`src/ndn_pkg.sv`:
```
`default_nettype none

package ndn_pkg;

    // Metadata byte values that open a frame
    localparam logic [7:0] meta_interest = 8'h70;
    localparam logic [7:0] meta_data     = 8'h30;

    // Frame lengths in bytes, metadata byte included
    localparam int interest_bytes = 9;
    localparam int data_bytes     = 41;
    localparam int content_bytes  = 32;

    localparam int route_entries = 8;

    typedef logic [63:0]  ndn_prefix_t;
    typedef logic [255:0] ndn_content_t;
    typedef logic [2:0]   face_t;
    typedef logic [2:0]   route_index_t;

    typedef struct packed {
        logic [7:0]  metadata;
        ndn_prefix_t prefix;
    } ndn_header_t;

    // Header sits on top, so the frame leaves most significant byte first
    typedef struct packed {
        ndn_header_t  header;
        ndn_content_t content;
    } ndn_frame_t;

    // Components counts 16-bit name pieces from the top of the prefix
    typedef struct packed {
        logic        valid;
        ndn_prefix_t prefix;
        logic [2:0]  components;
        face_t       face;
    } route_entry_t;

    typedef route_entry_t [route_entries-1:0] route_table_t;

    typedef struct packed {
        logic  hit;
        face_t face;
    } route_result_t;

endpackage

`default_nettype wire
```
`src/fib_table.sv`:
```
`default_nettype none

module fib_table
    import ndn_pkg::*;
(
    input  logic         clk,
    input  logic         arst_n,
    input  logic         rx_valid,
    input  logic [7:0]   rx_data,
    input  logic         fib_out,
    input  ndn_header_t  pit_in,
    input  logic         pit_data_valid,
    input  logic [7:0]   pit_data,
    input  logic         cfg_we,
    input  route_index_t cfg_index,
    input  route_entry_t cfg_entry,
    output ndn_frame_t   pit_out,
    output logic         prefix_ready,
    output logic         egress_busy,
    output logic         tx_valid,
    output logic [7:0]   tx_data,
    output face_t        tx_face,
    output logic         route_miss
);

    route_table_t  routes;
    logic          lookup_req;
    ndn_prefix_t   lookup_prefix;
    route_result_t result;
    logic          lookup_done;

    // Inbound SPI frames toward the PIT
    spi_rx_deframer u_deframer (
        .clk         (clk),
        .arst_n      (arst_n),
        .rx_valid    (rx_valid),
        .rx_data     (rx_data),
        .pit_out     (pit_out),
        .prefix_ready(prefix_ready)
    );

    fib_route_regs u_route_regs (
        .clk      (clk),
        .arst_n   (arst_n),
        .cfg_we   (cfg_we),
        .cfg_index(cfg_index),
        .cfg_entry(cfg_entry),
        .routes   (routes)
    );

    fib_route_match u_route_match (
        .clk          (clk),
        .arst_n       (arst_n),
        .routes       (routes),
        .lookup_req   (lookup_req),
        .lookup_prefix(lookup_prefix),
        .result       (result),
        .lookup_done  (lookup_done)
    );

    // Outbound PIT packets toward SPI
    fib_egress u_egress (
        .clk           (clk),
        .arst_n        (arst_n),
        .fib_out       (fib_out),
        .pit_in        (pit_in),
        .pit_data_valid(pit_data_valid),
        .pit_data      (pit_data),
        .result        (result),
        .lookup_done   (lookup_done),
        .lookup_req    (lookup_req),
        .lookup_prefix (lookup_prefix),
        .egress_busy   (egress_busy),
        .tx_valid      (tx_valid),
        .tx_data       (tx_data),
        .tx_face       (tx_face),
        .route_miss    (route_miss)
    );

endmodule

`default_nettype wire

```
`src/fib_egress.sv`:
```
`default_nettype none

module fib_egress
    import ndn_pkg::*;
(
    input  logic          clk,
    input  logic          arst_n,
    input  logic          fib_out,
    input  ndn_header_t   pit_in,
    input  logic          pit_data_valid,
    input  logic [7:0]    pit_data,
    input  route_result_t result,
    input  logic          lookup_done,
    output logic          lookup_req,
    output ndn_prefix_t   lookup_prefix,
    output logic          egress_busy,
    output logic          tx_valid,
    output logic [7:0]    tx_data,
    output face_t         tx_face,
    output logic          route_miss
);

    typedef enum logic [2:0] {
        st_idle,
        st_lookup,
        st_collect,
        st_send,
        st_drain
    } state_t;

    state_t       state_q;
    ndn_header_t  hdr_q;
    logic         is_data_q;
    logic [5:0]   content_cnt_q;
    logic [5:0]   tx_cnt_q;
    logic [5:0]   tx_last;
    logic         content_done;
    logic         start_tx;
    ndn_content_t content;
    ndn_frame_t   tx_shift_q;
    face_t        face_q;
    logic         miss_q;

    // Lookup is launched in the request cycle itself
    assign lookup_req    = fib_out;
    assign lookup_prefix = pit_in.prefix;

    assign content_done = (content_cnt_q == 6'(content_bytes));
    assign tx_last      = is_data_q ? 6'(data_bytes - 1) : 6'(interest_bytes - 1);

    assign start_tx = ((state_q == st_lookup) && lookup_done && result.hit && !is_data_q)
        || ((state_q == st_collect) && content_done);

    byte_gather #(
        .word_t(ndn_content_t)
    ) u_content (
        .clk       (clk),
        .arst_n    (arst_n),
        .clear     (fib_out),
        .byte_valid(pit_data_valid),
        .byte_in   (pit_data),
        .word      (content)
    );

    always_ff @(posedge clk) begin
        if (fib_out) begin
            hdr_q <= pit_in;
        end
    end

    // Interest content stays zero since no bytes follow its header
    always_ff @(posedge clk) begin
        if (start_tx) begin
            tx_shift_q <= '{header: hdr_q, content: content};
        end else if (state_q == st_send) begin
            tx_shift_q <= tx_shift_q << 8;
        end
    end

    always_ff @(posedge clk or negedge arst_n) begin
        if (!arst_n) begin
            state_q       <= st_idle;
            is_data_q     <= 1'b0;
            content_cnt_q <= '0;
            tx_cnt_q      <= '0;
            face_q        <= '0;
            miss_q        <= 1'b0;
        end else begin
            miss_q <= 1'b0;
            if (pit_data_valid) begin
                content_cnt_q <= content_cnt_q + 6'd1;
            end
            case (state_q)
                st_idle: begin
                    if (fib_out) begin
                        state_q       <= st_lookup;
                        is_data_q     <= (pit_in.metadata == meta_data);
                        content_cnt_q <= '0;
                    end
                end
                st_lookup: begin
                    if (lookup_done) begin
                        face_q   <= result.face;
                        tx_cnt_q <= '0;
                        if (!result.hit) begin
                            miss_q  <= 1'b1;
                            state_q <= is_data_q ? st_drain : st_idle;
                        end else begin
                            state_q <= is_data_q ? st_collect : st_send;
                        end
                    end
                end
                st_collect: begin
                    if (start_tx) begin
                        state_q <= st_send;
                    end
                end
                st_send: begin
                    if (tx_cnt_q == tx_last) begin
                        state_q <= st_idle;
                    end else begin
                        tx_cnt_q <= tx_cnt_q + 6'd1;
                    end
                end
                st_drain: begin
                    // Leave on the strobe of the last discarded byte
                    if (pit_data_valid && (content_cnt_q == 6'(content_bytes - 1))) begin
                        state_q <= st_idle;
                    end
                end
                default: state_q <= st_idle;
            endcase
        end
    end

    assign egress_busy = (state_q != st_idle);
    assign tx_valid    = (state_q == st_send);
    assign tx_data     = tx_shift_q[$bits(ndn_frame_t)-1 -: 8];
    assign tx_face     = face_q;
    assign route_miss  = miss_q;

    // No back-pressure, the PIT has to wait for busy to drop
    assert property (@(posedge clk) disable iff (!arst_n)
        fib_out |-> !egress_busy);

    // Content bytes only belong to a data request still gathering them
    assert property (@(posedge clk) disable iff (!arst_n)
        pit_data_valid |-> (is_data_q && (state_q inside {st_lookup, st_collect, st_drain})));

endmodule

`default_nettype wire

```
`src/fib_route_match.sv`:
```
`default_nettype none

module fib_route_match
    import ndn_pkg::*;
(
    input  logic          clk,
    input  logic          arst_n,
    input  route_table_t  routes,
    input  logic          lookup_req,
    input  ndn_prefix_t   lookup_prefix,
    output route_result_t result,
    output logic          lookup_done
);

    logic [route_entries-1:0] entry_match;
    logic [2:0]               best_len;
    route_result_t            best;
    route_result_t            result_q;
    logic                     done_q;

    // Top components x 16 bits set
    function automatic ndn_prefix_t component_mask(input logic [2:0] components);
        logic [6:0] keep_bits;
        keep_bits = {components, 4'b0000};
        return ~({$bits(ndn_prefix_t){1'b1}} >> keep_bits);
    endfunction

    always_comb begin
        for (int i = 0; i < route_entries; i++) begin
            entry_match[i] = routes[i].valid
                && (routes[i].components inside {[3'd1:3'd4]})
                && (((routes[i].prefix ^ lookup_prefix)
                    & component_mask(routes[i].components)) == '0);
        end
    end

    // Strict compare keeps the lowest index on equal lengths
    always_comb begin
        best     = '0;
        best_len = '0;
        for (int i = 0; i < route_entries; i++) begin
            if (entry_match[i] && (routes[i].components > best_len)) begin
                best_len  = routes[i].components;
                best.hit  = 1'b1;
                best.face = routes[i].face;
            end
        end
    end

    always_ff @(posedge clk or negedge arst_n) begin
        if (!arst_n) begin
            result_q <= '0;
            done_q   <= 1'b0;
        end else begin
            done_q <= lookup_req;
            if (lookup_req) begin
                result_q <= best;
            end
        end
    end

    assign result      = result_q;
    assign lookup_done = done_q;

endmodule

`default_nettype wire

```
`src/fib_route_regs.sv`:
```
`default_nettype none

module fib_route_regs
    import ndn_pkg::*;
(
    input  logic         clk,
    input  logic         arst_n,
    input  logic         cfg_we,
    input  route_index_t cfg_index,
    input  route_entry_t cfg_entry,
    output route_table_t routes
);

    logic [route_entries-1:0] valid_q;
    route_table_t             entry_q;

    always_ff @(posedge clk or negedge arst_n) begin
        if (!arst_n) begin
            valid_q <= '0;
        end else if (cfg_we) begin
            valid_q[cfg_index] <= cfg_entry.valid;
        end
    end

    always_ff @(posedge clk) begin
        if (cfg_we) begin
            entry_q[cfg_index] <= cfg_entry;
        end
    end

    // Valid bits come from the reset register so a fresh table matches nothing
    always_comb begin
        routes = entry_q;
        for (int i = 0; i < route_entries; i++) begin
            routes[i].valid = valid_q[i];
        end
    end

    // Configuration software must keep component counts within the prefix
    assert property (@(posedge clk) disable iff (!arst_n)
        (cfg_we && cfg_entry.valid) |-> (cfg_entry.components inside {[3'd1:3'd4]}));

endmodule

`default_nettype wire

```
`src/spi_rx_deframer.sv`:
```
`default_nettype none

module spi_rx_deframer
    import ndn_pkg::*;
(
    input  logic       clk,
    input  logic       arst_n,
    input  logic       rx_valid,
    input  logic [7:0] rx_data,
    output ndn_frame_t pit_out,
    output logic       prefix_ready
);

    typedef enum logic {
        st_idle,
        st_collect
    } state_t;

    state_t     state_q;
    logic       is_interest_q;
    logic [5:0] count_q;
    logic [5:0] last_index;
    logic       done_q;
    logic       meta_ok;
    logic       gather_valid;
    ndn_frame_t gathered;
    ndn_frame_t framed;
    ndn_frame_t held_q;

    assign meta_ok = (rx_data == meta_interest) || (rx_data == meta_data);

    // Junk first bytes never reach the collector
    assign gather_valid = rx_valid && ((state_q == st_collect) || meta_ok);

    assign last_index = is_interest_q ? 6'(interest_bytes - 1) : 6'(data_bytes - 1);

    byte_gather #(
        .word_t(ndn_frame_t)
    ) u_gather (
        .clk       (clk),
        .arst_n    (arst_n),
        .clear     (state_q == st_idle),
        .byte_valid(gather_valid),
        .byte_in   (rx_data),
        .word      (gathered)
    );

    always_ff @(posedge clk or negedge arst_n) begin
        if (!arst_n) begin
            state_q       <= st_idle;
            is_interest_q <= 1'b0;
            count_q       <= '0;
            done_q        <= 1'b0;
        end else begin
            done_q <= 1'b0;
            case (state_q)
                st_idle: begin
                    if (rx_valid && meta_ok) begin
                        state_q       <= st_collect;
                        is_interest_q <= (rx_data == meta_interest);
                        count_q       <= 6'd1;
                    end
                end
                st_collect: begin
                    if (rx_valid) begin
                        if (count_q == last_index) begin
                            state_q <= st_idle;
                            done_q  <= 1'b1;
                        end else begin
                            count_q <= count_q + 6'd1;
                        end
                    end
                end
                default: state_q <= st_idle;
            endcase
        end
    end

    // A short interest frame lands in the low 72 bits and moves up to the header
    always_comb begin
        framed = gathered;
        if (is_interest_q) begin
            framed.header  = ndn_header_t'(gathered.content[$bits(ndn_header_t)-1:0]);
            framed.content = '0;
        end
    end

    // Keeps the frame once the collector starts on the next one
    always_ff @(posedge clk) begin
        if (done_q) begin
            held_q <= framed;
        end
    end

    assign pit_out      = done_q ? framed : held_q;
    assign prefix_ready = done_q;

    // Even the shortest frame needs several bytes between completions
    assert property (@(posedge clk) disable iff (!arst_n)
        prefix_ready |=> (!prefix_ready) [*(interest_bytes - 1)]);

endmodule

`default_nettype wire

```
`src/byte_gather.sv`:
```
`default_nettype none

module byte_gather #(
    parameter type word_t = logic [7:0]
) (
    input  logic       clk,
    input  logic       arst_n,
    input  logic       clear,
    input  logic       byte_valid,
    input  logic [7:0] byte_in,
    output word_t      word
);

    logic [$bits(word_t)-1:0] shift_q;
    logic [$bits(word_t)+7:0] shifted;

    // New byte enters at the bottom, older bytes move up
    assign shifted = {shift_q, byte_in};

    always_ff @(posedge clk or negedge arst_n) begin
        if (!arst_n) begin
            shift_q <= '0;
        end else if (clear) begin
            shift_q <= '0;
            // A byte arriving with clear starts the next word
            if (byte_valid) begin
                shift_q[7:0] <= byte_in;
            end
        end else if (byte_valid) begin
            shift_q <= shifted[$bits(word_t)-1:0];
        end
    end

    assign word = word_t'(shift_q);

endmodule

`default_nettype wire

```
`config.mk`:
```
export PLATFORM = sky130hd
export DESIGN_NAME = fib_table
export DESIGN_NICKNAME = d
export VERILOG_FILES = /design/src/ndn_pkg.sv /design/src/fib_table.sv /design/src/fib_egress.sv /design/src/fib_route_match.sv /design/src/fib_route_regs.sv /design/src/spi_rx_deframer.sv /design/src/byte_gather.sv
export SDC_FILE = /design/constraint.sdc
export NUM_CORES = 2
export LEC_CHECK = 0
export BUFFER_PORTS_ARGS = -buffer_cell sky130_fd_sc_hd__buf_2
export CAP_MARGIN = 20
export CELL_PAD_IN_SITES_DETAIL_PLACEMENT = 2
export CELL_PAD_IN_SITES_GLOBAL_PLACEMENT = 2
export CORE_ASPECT_RATIO = 0.8
export CORE_MARGIN = 2
export CORE_UTILIZATION = 40
export CTS_BUF_LIST = sky130_fd_sc_hd__clkbuf_4 sky130_fd_sc_hd__clkbuf_8
export DETAILED_ROUTE_END_ITERATION = 10
export MAX_ROUTING_LAYER = met4
export PLACE_DENSITY = 0.87
export REMOVE_ABC_BUFFERS = 1
export SLEW_MARGIN = 15
export SYNTH_ARGS = -nofsm -noshare
export SYNTH_HDL_FRONTEND = slang
export SYNTH_HIERARCHICAL = 1
export SYNTH_SLANG_ARGS = --single-unit
export TNS_END_PERCENT = 50
```
`constraint.sdc`:
```
create_clock -name clk -period 39.7 [get_ports clk]
set_input_delay 3.97 -clock clk [delete_from_list [all_inputs] [get_ports clk]]
set_output_delay 3.97 -clock clk [all_outputs]
set_load 0.1 [all_outputs]
```
==> reports/qor.csv <==
metric;value;unit
cpPeakStageDelay;700;ps
status;finished clean;
num_rows;145;
hold_buffers;0;
mappedNetlistArea;0.0783;mm^2
grt_start_max_net_pins;221;
numClockSinks;1914;
synth_edf_count;960;
synthCells;5868;
synthArstFlopShare;0.327;
dp_cells;8596;
grt_use_total;0.271;
gr-total-overflow;0;
synth.most_common_cell;edfxtp_1;
totalNegativeSetupSlack;0;ps
cts_tree;yes;
p_leak;37.2;nW
critPathCaptureType;flop;
yosysUniqueCellTypes;88;
cts_inserted_buffers;326;
fin_cells;9212;
cts_buffer_depth;4;
period_needed;19650;ps
hold_violations;0;
ys_seq_elements;1914;
fmax;50.9;MHz
avgViaCountPerCell;5.48;
avgSynthCellArea;13.3;um^2
vdd_ir_drop_max;0.0483;mV
pre_cts_slack;20380;ps
crit_buf_inv;3;
maxCapViolations;0;
die_w;499;um
io_pins;511;
setup_violations;0;
core;0.195;mm^2
drtIter0Drc;4420;
synth_ff_type;edfxtp_1;
grt_first_pass_wirelength;394;mm
fillers;18900;
min_path_type;reg -> reg;
slowest_stage;nor4_1;
synth_area_leader_cell;edfxtp_1;
cts_root_buf;clkbuf_8;
cts-resized-gates;0;
start_util;0.402;
place_congestion;0.896;
crit_top_cell;ha_1;
grt_pass1_vias;56400;
clk_latency;1050;ps
synth.area.top_cells;edfxtp_1 37%, dfrtp_1 20%, dfxtp_1 8.4%;
critical_path_class;in -> reg;
area_growth;13.0;%
clk_pin_slew;70;ps
dp_hpwl;157;mm
die_height;400;um
crit_family;simple AND/OR/NAND/NOR gates;
crit_fanout;9;
synth_top_area_frac;0.368;
drive_gt1_frac;0.210;
vias;50500;
slew_headroom;0.173;
die_area;0.199;mm^2
worstPathArrival;20530;ps
slew_viol_final;0;
synth_warnings;6;
first_pass_iters;5;
ant_nets;0;
layout.nets;6543;
cts-htree-levels;5;
antenna_found_initial;50;
start_kind;primary input;
finClkSkew;147;ps
rsz0062_at_grt;no;
layout_setup_ws;20050;ps
routedWlPerCell;29.5;um
post-route-period-util;0.495;
yosysSeqAreaShare;0.652;
yosys-top-cells-count;960 x edfxtp_1, 678 x nor2_1, 647 x mux2i_1;
worst_slew_pin_slew;1220;ps
routed_wl;272;mm
port-buffer-count;510;
powerDensity;75.5;mW/mm^2
drc;0;
worstPathRequired;40580;ps
postCtsSetupBuffers;0;
==> kinds of logic (layout without fill, tap and decap cells) <==
family | Yosys count | in the layout | synth area share
adder cells (fa/ha/maj) | 20 | 20 | 0.00316
XOR/XNOR | 526 | 526 | 0.0589
multiplexers | 993 | 993 | 0.133
other | 0 | 44 | 0
buffers and inverters | 686 | 1414 | 0.0498
flip-flops | 1914 | 1914 | 0.652
AND/OR/NAND/NOR | 1282 | 1282 | 0.0722
AO/OA/AOI/OAI | 447 | 447 | 0.0314
==> layer usage <==
metal | up-vias | track usage | wire length (um)
met2 | 2079 | 0.454 | 137000
met1 | 26600 | 0.325 | 107000
met5 | - | - | 0
met4 | 0 | 0.0977 | 9350
met3 | 547 | 0.0571 | 18800
li1 | 21300 | - | -
==> area by class of cell <==
class                           instances  area [um^2]  area share
Sequential cell                      1914        51100       0.577
Multi-Input combinational cell       3268        23400       0.264
Clock buffer                          497         6130      0.0692
Tap cell                             2572         3220      0.0363
Timing Repair Buffer                  558         3060      0.0345
Inverter                              288         1100      0.0124
Clock inverter                         71          457     0.00516
Antenna cell                           44          110     0.00124
==> path summary, 6_finish.rpt <==
check | from | endpoint | slack, ps | cells after the start
max in group asynchronous | arst_n | u_egress/u_content/word[130]$_DFFE_PN0P_ | 32720 | 5
worst min-delay path | u_deframer/held_q[253]$_DFF_P_ | u_deframer/held_q[253]$_DFF_P_ | 460 | 2
min in group asynchronous | arst_n | u_deframer/u_gather/word[87]$_DFFE_PN0P_ | 3000 | 1
worst max register to register | u_route_regs/routes[34]$_DFFE_PP_ | u_route_match/result[3]$_DFFE_PN0P_ | 22840 | 55
worst max-delay path | pit_in[22] | u_route_match/result[3]$_DFFE_PN0P_ | 20050 | 56
worst min register to register | u_deframer/held_q[253]$_DFF_P_ | u_deframer/held_q[253]$_DFF_P_ | 460 | 2
==> state kept, by name, summed over array words and instances (netlist names), 8 cells and up <==
signal / flops
u_route_regs/routes: 560
u_deframer/held_q: 328
u_deframer/u_gather/word: 328
u_egress/tx_shift_q: 320
u_egress/u_content/word: 256
u_egress/hdr_q: 72
u_egress/tx_data: 8
u_route_regs/valid_q: 8
==> stage by stage <==
stage	hold slack, ps	instance area [um^2]	utilization	power, mW
floorplan	439	75500	-	4.46
global placement	433	81800	0.420	4.62
detailed placement	444	81800	0.420	4.74
CTS	460	88400	0.453	6.71
global route	486	88500	0.454	6.92
finish	457	88500	0.454	6.69
==> worst reg2reg max path, delay by kind of cell, from the launching register on <==
family,cells,cell delay (ps)
and+or+nand+nor,21,6100
buffers and inverters,2,390
xor gates and xnor gates,1,260
adders and majority gates,8,2420
AOI/OAI and AO/OA,18,5130
muxes,5,1990
DFF,1,450
==> where the power goes <==
part           total [mW]  internal [mW]  switching, mW
clock                1.90           1.01          0.890
combinational        1.93          0.378           1.55
sequential           2.86           2.60          0.256
total                6.69           3.99           2.69
==> cell usage in the layout (no fill, tap or decap), types with 14 or more instances in the layout <==
master    synthesis  routed
edfxtp_1        960     960
nor2_1          678     678
mux2i_1         647     647
dfrtp_1         626     624
buf_2            78     507
clkbuf_8          0     383
dfxtp_1         328     328
nand2_1         317     317
inv_1           288     282
xor2_1          279     279
o21ai_0         264     263
xnor2_1         246     246
mux2_2          239     239
clkbuf_4          0     114
mux2_1          104     104
a21oi_1          89      89
nand4_1          87      87
nor4_1           78      77
diode_2           0      44
buf_4           149      36
o21ai_1          32      32
clkinv_1          0      30
clkinv_2          0      26
ha_1             19      19
nand2b_1         19      19
nand3_1          16      16
and2_1           14      14
(Power assumes the default switching activity.)
